File: config.mk
export PLATFORM = sky130hd
export DESIGN_NAME = fpm_top
export DESIGN_NICKNAME = d
export VERILOG_FILES = /design/src/fpm_pkg.sv /design/src/fpm_apb_pkg.sv /design/src/fpm_booth_mul.sv /design/src/fpm_norm_round.sv /design/src/fpm_exp_exc.sv /design/src/fpm_apb_regs.sv /design/src/fpm_top.sv
export VERILOG_INCLUDE_DIRS = /design/src
export SDC_FILE = /design/constraint.sdc
export NUM_CORES = 2
export LEC_CHECK = 0
export BUFFER_PORTS_ARGS = -buffer_cell sky130_fd_sc_hd__buf_4
export CORE_ASPECT_RATIO = 1.25
export CORE_MARGIN = 2
export CORE_UTILIZATION = 34
export CTS_CLUSTER_SIZE = 8
export DETAILED_ROUTE_END_ITERATION = 6
export PLACE_DENSITY_LB_ADDON = 0.05
export SETUP_SLACK_MARGIN = 0.5
export SLEW_MARGIN = 20
export SYNTH_ARGS = -nofsm -noshare
export SYNTH_HDL_FRONTEND = slang
export SYNTH_SLANG_ARGS = --single-unit
File: constraint.sdc
create_clock -name clk -period 50 [get_ports clk]
set_input_delay 5 -clock clk [delete_from_list [all_inputs] [get_ports clk]]
set_output_delay 5 -clock clk [all_outputs]
set_load 0.05 [all_outputs]
File: src/fpm_defines.svh
`ifndef FPM_DEFINES_SVH
`define FPM_DEFINES_SVH

// Binary32 field widths
`define FPM_EXP_W   8
`define FPM_FRAC_W  23

// Exponent bias of the single format
`define FPM_BIAS    127

// APB address width in bits
`define FPM_APB_AW  8

// Register byte offsets
`define FPM_REG_X     8'h00
`define FPM_REG_Y     8'h04
`define FPM_REG_MODE  8'h08
`define FPM_REG_CTRL  8'h0C
// Read only, a write gets pslverr
`define FPM_REG_STAT  8'h10
`define FPM_REG_Z     8'h14

`endif

File: src/fpm_pkg.sv
`include "fpm_defines.svh"

package fpm_pkg;

    // Field view of a binary32 word
    typedef struct packed {
        logic                   sign;
        logic [`FPM_EXP_W-1:0]  exp;
        logic [`FPM_FRAC_W-1:0] frac;
    } fp32_fields_s;

    // Same word seen raw on the bus or split into fields by the core
    typedef union packed {
        logic [`FPM_EXP_W+`FPM_FRAC_W:0] raw;
        fp32_fields_s                    f;
    } fp32_u;

    // Rounding modes, codes 5 to 7 fall back to nearest-even
    typedef enum logic [2:0] {
        rne = 3'd0,
        rtz = 3'd1,
        rdn = 3'd2,
        rup = 3'd3,
        rmm = 3'd4
    } rmode_e;

    // Operand class, subnormals count as zero
    typedef struct packed {
        logic is_zero;
        logic is_inf;
        logic is_nan;
    } fp_class_s;

    // Result flags
    typedef struct packed {
        logic ovrf;
        logic udrf;
        logic zer;
        logic inf;
        logic nan;
    } fpm_flags_s;

    // Full significand product
    typedef struct packed {
        logic [2*`FPM_FRAC_W+1:0] full;
    } mant_prod_s;

    // Leading one, fraction, guard, round and sticky
    typedef struct packed {
        logic [`FPM_FRAC_W+3:0] sig;
        logic                   norm_n;
    } norm_out_s;

    typedef struct packed {
        logic [`FPM_FRAC_W-1:0] frac;
        logic                   norm_r;
        logic                   inexact;
    } round_out_s;

endpackage

File: src/fpm_apb_pkg.sv
`include "fpm_defines.svh"

package fpm_apb_pkg;

    // Master to slave
    typedef struct packed {
        logic                   psel;
        logic                   penable;
        logic                   pwrite;
        logic [`FPM_APB_AW-1:0] paddr;
        logic [31:0]            pwdata;
    } apb_req_s;

    // Slave to master
    typedef struct packed {
        logic [31:0] prdata;
        logic        pready;
        logic        pslverr;
    } apb_rsp_s;

    // CTRL layout, bit 0 starts a multiply
    typedef struct packed {
        logic [30:0] rsvd;
        logic        start;
    } ctrl_reg_s;

    // STATUS layout, flags in bits 5 to 1 and done in bit 0
    typedef struct packed {
        logic [25:0]         rsvd;
        fpm_pkg::fpm_flags_s flags;
        logic                done;
    } stat_reg_s;

endpackage

File: src/fpm_booth_mul.sv
`timescale 1ns/1ps
`include "fpm_defines.svh"

module fpm_booth_mul (
    input  logic [`FPM_FRAC_W:0] sig_a,
    input  logic [`FPM_FRAC_W:0] sig_b,
    output fpm_pkg::mant_prod_s  prod
);

    localparam int SIG_W  = `FPM_FRAC_W + 1;
    // Radix-4 digits needed to cover the unsigned multiplier
    localparam int NDIG   = (SIG_W + 2) / 2;
    // Room for 2A plus a sign bit
    localparam int PP_W   = SIG_W + 3;
    localparam int PROD_W = 2 * SIG_W;

    // Multiplier with a zero below bit 0 and zero extension on top
    logic [2*NDIG:0]   b_ext;
    logic [PP_W-1:0]   a_pos;
    logic [PP_W-1:0]   a_dbl;
    logic [PP_W-1:0]   pp [NDIG];
    logic [PROD_W-1:0] acc;

    assign b_ext = {{(2*NDIG-SIG_W){1'b0}}, sig_b, 1'b0};
    assign a_pos = {{(PP_W-SIG_W){1'b0}}, sig_a};
    assign a_dbl = {{(PP_W-SIG_W-1){1'b0}}, sig_a, 1'b0};

    // Booth recoding, each overlapping triplet picks 0, +-A or +-2A
    always_comb begin
        for (int i = 0; i < NDIG; i++) begin
            case (b_ext[2*i+2 -: 3])
                3'b001,
                3'b010:  pp[i] = a_pos;
                3'b011:  pp[i] = a_dbl;
                3'b100:  pp[i] = ~a_dbl + 1'b1;
                3'b101,
                3'b110:  pp[i] = ~a_pos + 1'b1;
                // 000 and 111
                default: pp[i] = '0;
            endcase
        end
    end

    // Sign extend and weight each partial product by 4^i
    // Sum wraps modulo 2^48, the true product always fits
    always_comb begin
        acc = '0;
        for (int i = 0; i < NDIG; i++) begin
            acc = acc + ({{(PROD_W-PP_W){pp[i][PP_W-1]}}, pp[i]} << (2*i));
        end
    end

    assign prod.full = acc;

endmodule

File: src/fpm_norm_round.sv
`timescale 1ns/1ps
`include "fpm_defines.svh"

module fpm_norm_round (
    input  fpm_pkg::mant_prod_s prod,
    input  fpm_pkg::rmode_e     mode,
    input  logic                sign,
    output fpm_pkg::norm_out_s  norm,
    output fpm_pkg::round_out_s rnd
);

    import fpm_pkg::*;

    localparam int PROD_W = 2 * (`FPM_FRAC_W + 1);
    // Leading one, fraction, guard and round
    localparam int KEEP_W = `FPM_FRAC_W + 3;

    logic [PROD_W-1:0]      shifted;
    logic [KEEP_W:0]        sig;
    logic [`FPM_FRAC_W-1:0] frac;
    logic                   guard;
    logic                   round_bit;
    logic                   sticky;
    logic                   inexact;
    logic                   inc;
    logic [`FPM_FRAC_W:0]   sum;

    // Product of two values in [1,2) lies in [1,4)
    // Top bit set means the product reached 2.0
    assign shifted = prod.full[PROD_W-1] ? prod.full
                                         : {prod.full[PROD_W-2:0], 1'b0};

    // Low bits collapse into sticky
    assign sig = {shifted[PROD_W-1 -: KEEP_W], |shifted[PROD_W-KEEP_W-1:0]};

    assign norm.sig    = sig;
    assign norm.norm_n = prod.full[PROD_W-1];

    assign frac      = sig[KEEP_W-1:3];
    assign guard     = sig[2];
    assign round_bit = sig[1];
    assign sticky    = sig[0];
    assign inexact   = guard | round_bit | sticky;

    // Increment decision per rounding mode
    always_comb begin
        case (mode)
            rtz:     inc = 1'b0;
            // Toward minus infinity, only negatives grow in magnitude
            rdn:     inc = inexact & sign;
            rup:     inc = inexact & ~sign;
            // Ties away from zero
            rmm:     inc = guard;
            // Nearest-even, also for unused codes
            default: inc = guard & (round_bit | sticky | frac[0]);
        endcase
    end

    // Extra bit catches 1.111..1 rounding up to 10.000..0
    assign sum = {1'b0, frac} + {{`FPM_FRAC_W{1'b0}}, inc};

    // On carry the fraction wraps to zero and the exponent takes the bump
    assign rnd.frac    = sum[`FPM_FRAC_W-1:0];
    assign rnd.norm_r  = sum[`FPM_FRAC_W];
    assign rnd.inexact = inexact;

endmodule

File: src/fpm_exp_exc.sv
`timescale 1ns/1ps
`include "fpm_defines.svh"

module fpm_exp_exc (
    input  fpm_pkg::fp32_u       op_x,
    input  fpm_pkg::fp32_u       op_y,
    input  fpm_pkg::rmode_e      mode,
    output logic [`FPM_FRAC_W:0] sig_x,
    output logic [`FPM_FRAC_W:0] sig_y,
    output logic                 sign,
    input  fpm_pkg::norm_out_s   norm,
    input  fpm_pkg::round_out_s  rnd,
    output fpm_pkg::fp32_u       result,
    output fpm_pkg::fpm_flags_s  flags
);

    import fpm_pkg::*;

    localparam logic [`FPM_EXP_W-1:0] EXP_MAX = '1;
    // Two guard bits, one for the carry and one for the sign
    localparam int EXP_SUM_W = `FPM_EXP_W + 2;

    fp_class_s                   cls_x;
    fp_class_s                   cls_y;
    logic signed [EXP_SUM_W-1:0] exp_biased;
    logic                        exp_udrf;
    logic                        exp_ovrf;
    logic                        sat_max;
    logic                        any_nan;
    logic                        any_inf;
    logic                        any_zero;

    // Exponent 0 covers both zero and subnormal
    function automatic fp_class_s classify(input fp32_u op);
        fp_class_s c;
        c.is_zero = (op.f.exp == '0);
        c.is_inf  = (op.f.exp == EXP_MAX) && (op.f.frac == '0);
        c.is_nan  = (op.f.exp == EXP_MAX) && (op.f.frac != '0);
        return c;
    endfunction

    assign cls_x = classify(op_x);
    assign cls_y = classify(op_y);

    // Hidden bit dropped for zero and subnormal operands
    assign sig_x = {~cls_x.is_zero, op_x.f.frac};
    assign sig_y = {~cls_y.is_zero, op_y.f.frac};
    assign sign  = op_x.f.sign ^ op_y.f.sign;

    // Rebias and add the normalization and rounding carries
    assign exp_biased = signed'({2'b00, op_x.f.exp} + {2'b00, op_y.f.exp}
                                + EXP_SUM_W'(norm.norm_n) + EXP_SUM_W'(rnd.norm_r)
                                - EXP_SUM_W'(`FPM_BIAS));

    assign exp_udrf = (exp_biased <= 0);
    assign exp_ovrf = (exp_biased >= 255);

    // Modes that never round up to infinity for this sign
    assign sat_max = (mode == rtz) || ((mode == rdn) && !sign) || ((mode == rup) && sign);

    // Inf times zero is invalid just like a NaN input
    assign any_nan  = cls_x.is_nan | cls_y.is_nan | (cls_x.is_inf & cls_y.is_zero)
                    | (cls_y.is_inf & cls_x.is_zero);
    assign any_inf  = cls_x.is_inf | cls_y.is_inf;
    assign any_zero = cls_x.is_zero | cls_y.is_zero;

    // Special cases in priority order, normal packing last
    always_comb begin
        flags         = '0;
        result.f.sign = sign;
        result.f.exp  = exp_biased[`FPM_EXP_W-1:0];
        result.f.frac = rnd.frac;
        if (any_nan) begin
            // Canonical quiet NaN 0x7FC00000
            result.f.sign = 1'b0;
            result.f.exp  = EXP_MAX;
            result.f.frac = {1'b1, {(`FPM_FRAC_W-1){1'b0}}};
            flags.nan     = 1'b1;
        end else if (any_inf) begin
            result.f.exp  = EXP_MAX;
            result.f.frac = '0;
            flags.inf     = 1'b1;
        end else if (any_zero || exp_udrf) begin
            // Flush to signed zero
            result.f.exp  = '0;
            result.f.frac = '0;
            flags.zer     = 1'b1;
            flags.udrf    = ~any_zero;
        end else if (exp_ovrf) begin
            flags.ovrf    = 1'b1;
            flags.inf     = 1'b1;
            result.f.exp  = sat_max ? EXP_MAX - 1'b1 : EXP_MAX;
            result.f.frac = sat_max ? '1 : '0;
        end
    end

endmodule

File: src/fpm_apb_regs.sv
`timescale 1ns/1ps
`include "fpm_defines.svh"

module fpm_apb_regs (
    input  logic                  clk,
    input  logic                  rst,
    input  fpm_apb_pkg::apb_req_s req,
    output fpm_apb_pkg::apb_rsp_s rsp,
    output fpm_pkg::fp32_u        op_x,
    output fpm_pkg::fp32_u        op_y,
    output fpm_pkg::rmode_e       mode,
    input  fpm_pkg::fp32_u        result,
    input  fpm_pkg::fpm_flags_s   flags
);

    import fpm_pkg::*;
    import fpm_apb_pkg::*;

    logic      access;
    logic      wr_en;
    logic      rd_en;
    logic      hit;
    logic      ro_hit;
    ctrl_reg_s ctrl_wr;
    logic      capture;
    fp32_u     reg_z;
    stat_reg_s stat;

    // Second cycle of a transfer, pready is always high
    assign access  = req.psel & req.penable;
    assign wr_en   = access & req.pwrite;
    assign rd_en   = access & ~req.pwrite;
    assign ctrl_wr = ctrl_reg_s'(req.pwdata);

    // Address decode
    always_comb begin
        hit    = 1'b1;
        ro_hit = 1'b0;
        case (req.paddr)
            `FPM_REG_X,
            `FPM_REG_Y,
            `FPM_REG_MODE,
            `FPM_REG_CTRL: ro_hit = 1'b0;
            `FPM_REG_STAT,
            `FPM_REG_Z:    ro_hit = 1'b1;
            default:       hit    = 1'b0;
        endcase
    end

    always_ff @(posedge clk) begin
        if (rst) begin
            op_x    <= '0;
            op_y    <= '0;
            mode    <= rne;
            capture <= 1'b0;
            reg_z   <= '0;
            stat    <= '0;
        end else begin
            // Strobe lasts one cycle
            capture <= 1'b0;
            if (wr_en) begin
                case (req.paddr)
                    `FPM_REG_X:    op_x.raw <= req.pwdata;
                    `FPM_REG_Y:    op_y.raw <= req.pwdata;
                    `FPM_REG_MODE: mode     <= rmode_e'(req.pwdata[2:0]);
                    `FPM_REG_CTRL: begin
                        if (ctrl_wr.start) begin
                            capture   <= 1'b1;
                            stat.done <= 1'b0;
                        end
                    end
                    // Writes to STATUS, Z or unmapped offsets are dropped
                    default: ;
                endcase
            end
            // Core has settled on the operands by now
            if (capture) begin
                reg_z      <= result;
                stat.flags <= flags;
                stat.done  <= 1'b1;
            end
        end
    end

    // Zero wait state read path
    always_comb begin
        rsp.pready  = 1'b1;
        rsp.pslverr = access & (~hit | (req.pwrite & ro_hit));
        rsp.prdata  = '0;
        if (rd_en) begin
            case (req.paddr)
                `FPM_REG_X:    rsp.prdata = op_x.raw;
                `FPM_REG_Y:    rsp.prdata = op_y.raw;
                `FPM_REG_MODE: rsp.prdata = {{(32-$bits(rmode_e)){1'b0}}, mode};
                `FPM_REG_STAT: rsp.prdata = stat;
                `FPM_REG_Z:    rsp.prdata = reg_z.raw;
                // CTRL reads as zero
                default:       rsp.prdata = '0;
            endcase
        end
    end

endmodule

File: src/fpm_top.sv
`timescale 1ns/1ps
`include "fpm_defines.svh"

module fpm_top (
    input  logic                  clk,
    input  logic                  rst,
    input  fpm_apb_pkg::apb_req_s req,
    output fpm_apb_pkg::apb_rsp_s rsp
);

    import fpm_pkg::*;

    // Register outputs feeding the core
    fp32_u                op_x;
    fp32_u                op_y;
    rmode_e               mode;
    // Core results back to the register block
    fp32_u                result;
    fpm_flags_s           flags;
    // Internal datapath
    logic [`FPM_FRAC_W:0] sig_x;
    logic [`FPM_FRAC_W:0] sig_y;
    logic                 sign;
    mant_prod_s           prod;
    norm_out_s            norm;
    round_out_s           rnd;

    fpm_apb_regs u_regs (
        .clk    (clk),
        .rst    (rst),
        .req    (req),
        .rsp    (rsp),
        .op_x   (op_x),
        .op_y   (op_y),
        .mode   (mode),
        .result (result),
        .flags  (flags)
    );

    // Classification and significands on the way in, packing on the way out
    fpm_exp_exc u_exp_exc (
        .op_x   (op_x),
        .op_y   (op_y),
        .mode   (mode),
        .sig_x  (sig_x),
        .sig_y  (sig_y),
        .sign   (sign),
        .norm   (norm),
        .rnd    (rnd),
        .result (result),
        .flags  (flags)
    );

    fpm_booth_mul u_booth (
        .sig_a (sig_x),
        .sig_b (sig_y),
        .prod  (prod)
    );

    fpm_norm_round u_norm_round (
        .prod (prod),
        .mode (mode),
        .sign (sign),
        .norm (norm),
        .rnd  (rnd)
    );

endmodule

==> results.yml <==
status:
  outcome: "finished, violations left"
  violations: "design-rule violations"
layout:
  drive_gt1_share_pct: 9.41
  fin_util_pct: 36.6
  multi_input_comb_area_mm2: 0.0259
  fin_cells: 5431
  seq_area_mm2: 0.00217
  finalNetCount: 4707
  nFillCells: 9779
  syn_to_final_growth_pct: 6.84
global_route:
  grt_max_degree: 88
  grt_util_all_layers_pct: 35.5
  grt_pass1_wl_mm: 240
  antenna_found_initial: 7
  gr-total-overflow: 0
  first_global_vias: 32300
floorplanning:
  ios: 79
  die-area_mm2: 0.0932
  core_mm2: 0.0900
  fp.dieW_um: 273
  die_y_um: 341
  rows: 123
  start_util_pct: 34.3
worst_hold_path:
  worstHoldEndpoint: "u_regs.reg_z[19]"
  hold_depth: 2
  min-delay-start: "u_regs.reg_z[19]"
  min_path_type: "flip-flop to flip-flop"
drt:
  finalWirelength_mm: 169
  drc_errors: 19
  drtIter0Drc: 4165
  ant_nets: 0
  drt-wirelength-per-cell_um: 31.1
  first_pass_iters: 7
  via_per_inst: 6.34
  num_vias: 34400
synth:
  async_reset_ff_share_pct: 0
  synth_fa_ha_area_share_pct: 24.6
  synth_area_per_cell_um2: 6.97
  synthMuxAreaShare_pct: 4.17
  yosysWarnings: 0
  synthXorXnorAreaFrac_pct: 6.24
  ys_seq_area_share_pct: 6.88
  synth-edff-count: 0
  synth_top_family_by_area: "compound AO/OA/AOI/OAI gates"
  synthTopCellsByCount: "nand2_1, a21oi_1, clkbuf_1, nor2_1, o21ai_0"
  synth.distinct_cells: 94
  ys_ff_latch: 106
  synth_nets: 4901
  ys_top_cells_by_area: "fa_1, nand2_1, dfxtp_1"
  syn_inst: 4430
  synth-simple-area-share_pct: 18.4
  yosys.area.top_type: "fa_1"
  yosysTopAreaCellShare_pct: 19.5
  synth.most_common_cell: "nand2_1"
  netlist_area_mm2: 0.0309
  synthFlopType: "dfxtp_1"
  synth-compound-area-share_pct: 30.1
cts:
  numCtsBuffers: 9
  clk_latency_ns: 0.38
  cts.sinks: 106
  cts-resized-gates: 0
  cts_tree: "yes"
  cts_root_buf: "clkbuf_16"
  clk_pin_slew_ns: 0.08
  cts_max_level: 3
  cts_setup_buffers: 0
  cts_buffer_depth: 2
  postCtsHoldBufs: 0
placement:
  dp_slack_ns: 31.42
  numPortBuffers: 77
  place_congestion: 0.993
  placed_cells: 5412
  dp_hpwl_mm: 126
sta:
  fin_ws_ns: 31.09
  rsz0062_at_grt: "false"
  final-hold-violation-count: 0
  finalCriticalPeriod_ns: 18.91
  post-route-period-util_pct: 37.8
  fmax_mhz: 52.9
  maxSlewHeadroom_pct: 19.8
  worst_pin_slew_ns: 1.20
  maxSlewViolCount: 0
  fin_worst_skew_ns: 0.0162
  finalSetupTns_ns: 0
  setup_viol: 0
  holdWs_ns: 0.464
power:
  combPwrFrac_pct: 7.0
  vdd_drop_max_uv: 13.5
  p_int_mw: 0.128
  p_leak_nw: 12.2
  clkPwrFrac_pct: 45.0
  power_density_mw_per_mm2: 5.32
  power.switching_mw: 0.0469
  switching_share_pct: 26.7
  pwr-share-seq_pct: 48.0
critical_path:
  rr_worst_depth: 67
  worstSetupEndpointType: "flip-flop"
  r2r-end: "u_regs.reg_z[14]"
  r2r_setup_slack_ns: 31.09
  max_stage_delay_ns: 0.95
  cp.required_ns: 50.31
  cp-start-kind: "flip-flop"
  rr_startpoint: "u_regs.op_x[0]"
  slowest_stage: "nor2b_1"
  crit_fanout: 45
  cp_data_arrival_time_ns: 19.22
  crit_type: "flip-flop to flip-flop"
run:
  max_cap_violations: 0
==> sequential cells by signal, indices dropped and copies added (netlist names) <==
name	count
u_regs.op_x	32
u_regs.op_y	32
u_regs.mode	3
u_regs.capture	1
u_regs.stat	6
u_regs.reg_z	32
==> routing by layer <==
layer	global-route usage, %	vias up	wire [µm]
li1	-	15100	-
met1	44.5	16800	64200
met2	56.9	2049	77800
met3	5.50	509	14400
met4	22.2	4	12800
met5	0	-	16
==> worst max-delay path, delay by kind of cell (launching register included) <==
kind / cells / cell delay (ns)
AOI/OAI and AO/OA: 20 / 4.43
buffers and inverters: 10 / 1.74
DFF: 1 / 0.30
xor gates and xnor gates: 5 / 1.33
adders and majority gates: 12 / 5.15
and+or+nand+nor: 20 / 5.84
==> power by group through the flow <==
stage | clock, mW | combinational (mW) | sequential [mW]
floorplan | 0 | 0.00522 | 0.0864
global placement | 0 | 0.0119 | 0.0862
detailed placement | 0 | 0.0120 | 0.0862
CTS | 0.0811 | 0.0120 | 0.0842
global route | 0.0832 | 0.0129 | 0.0842
finish | 0.0789 | 0.0122 | 0.0842
==> cell type report <==
type / instances / share of cell area, %
multi-input combinational: 3539 / 78.6
sequential: 106 / 6.58
timing repair buffer: 234 / 5.37
tap: 1187 / 4.50
inverter: 346 / 3.95
clock buffer: 9 / 0.683
clock inverter: 7 / 0.273
antenna: 3 / 0.0228
==> cells in the final DEF, fill, tap and decap left out, types with 20 or more instances in the layout <==
master / n
nor2_1: 379
a22oi_1: 51
nand2_1: 683
mux2_2: 24
a21oi_1: 407
a221oi_1: 120
nand3_1: 52
a211oi_1: 33
xor2_1: 62
nor3_1: 36
buf_4: 233
o21ai_0: 378
a222oi_1: 31
inv_1: 330
nand2b_1: 20
a21o_1: 40
o22ai_1: 45
mux2i_1: 79
xnor2_1: 141
dfxtp_1: 75
and2_1: 28
a221o_1: 32
a31oi_1: 51
o211ai_1: 76
dfxtp_2: 28
fa_1: 301
ha_1: 125
==> through the flow <==
step	cell area, µm²	total power, mW
after floorplan	30900	0.0916
after global placement	32600	0.0981
after detailed placement	32700	0.0982
after CTS	33000	0.177
after global routing	33000	0.180
final	33000	0.175
==> logic make-up after synthesis <==
| family | count (synthesis) |
|---|---|
| compound gates | 1444 |
| simple gates | 1337 |
| buf+inv | 785 |
| fa+ha+maj | 426 |
| xor+xnor | 218 |
| mux | 113 |
| flops | 106 |
| other cells | 1 |
==> how the worst max path moves through the flow <==
stage / startpoint / to
finish: u_regs.op_x[0] / u_regs.reg_z[14]
global route: u_regs.op_x[0] / u_regs.reg_z[14]
CTS: u_regs.op_x[0] / u_regs.reg_z[14]
detailed placement: u_regs.op_x[0] / u_regs.reg_z[14]
global placement: u_regs.op_x[0] / u_regs.reg_z[14]
floorplan: u_regs.op_x[0] / u_regs.reg_z[20]
Note: power is estimated with default switching activity, not from simulation.
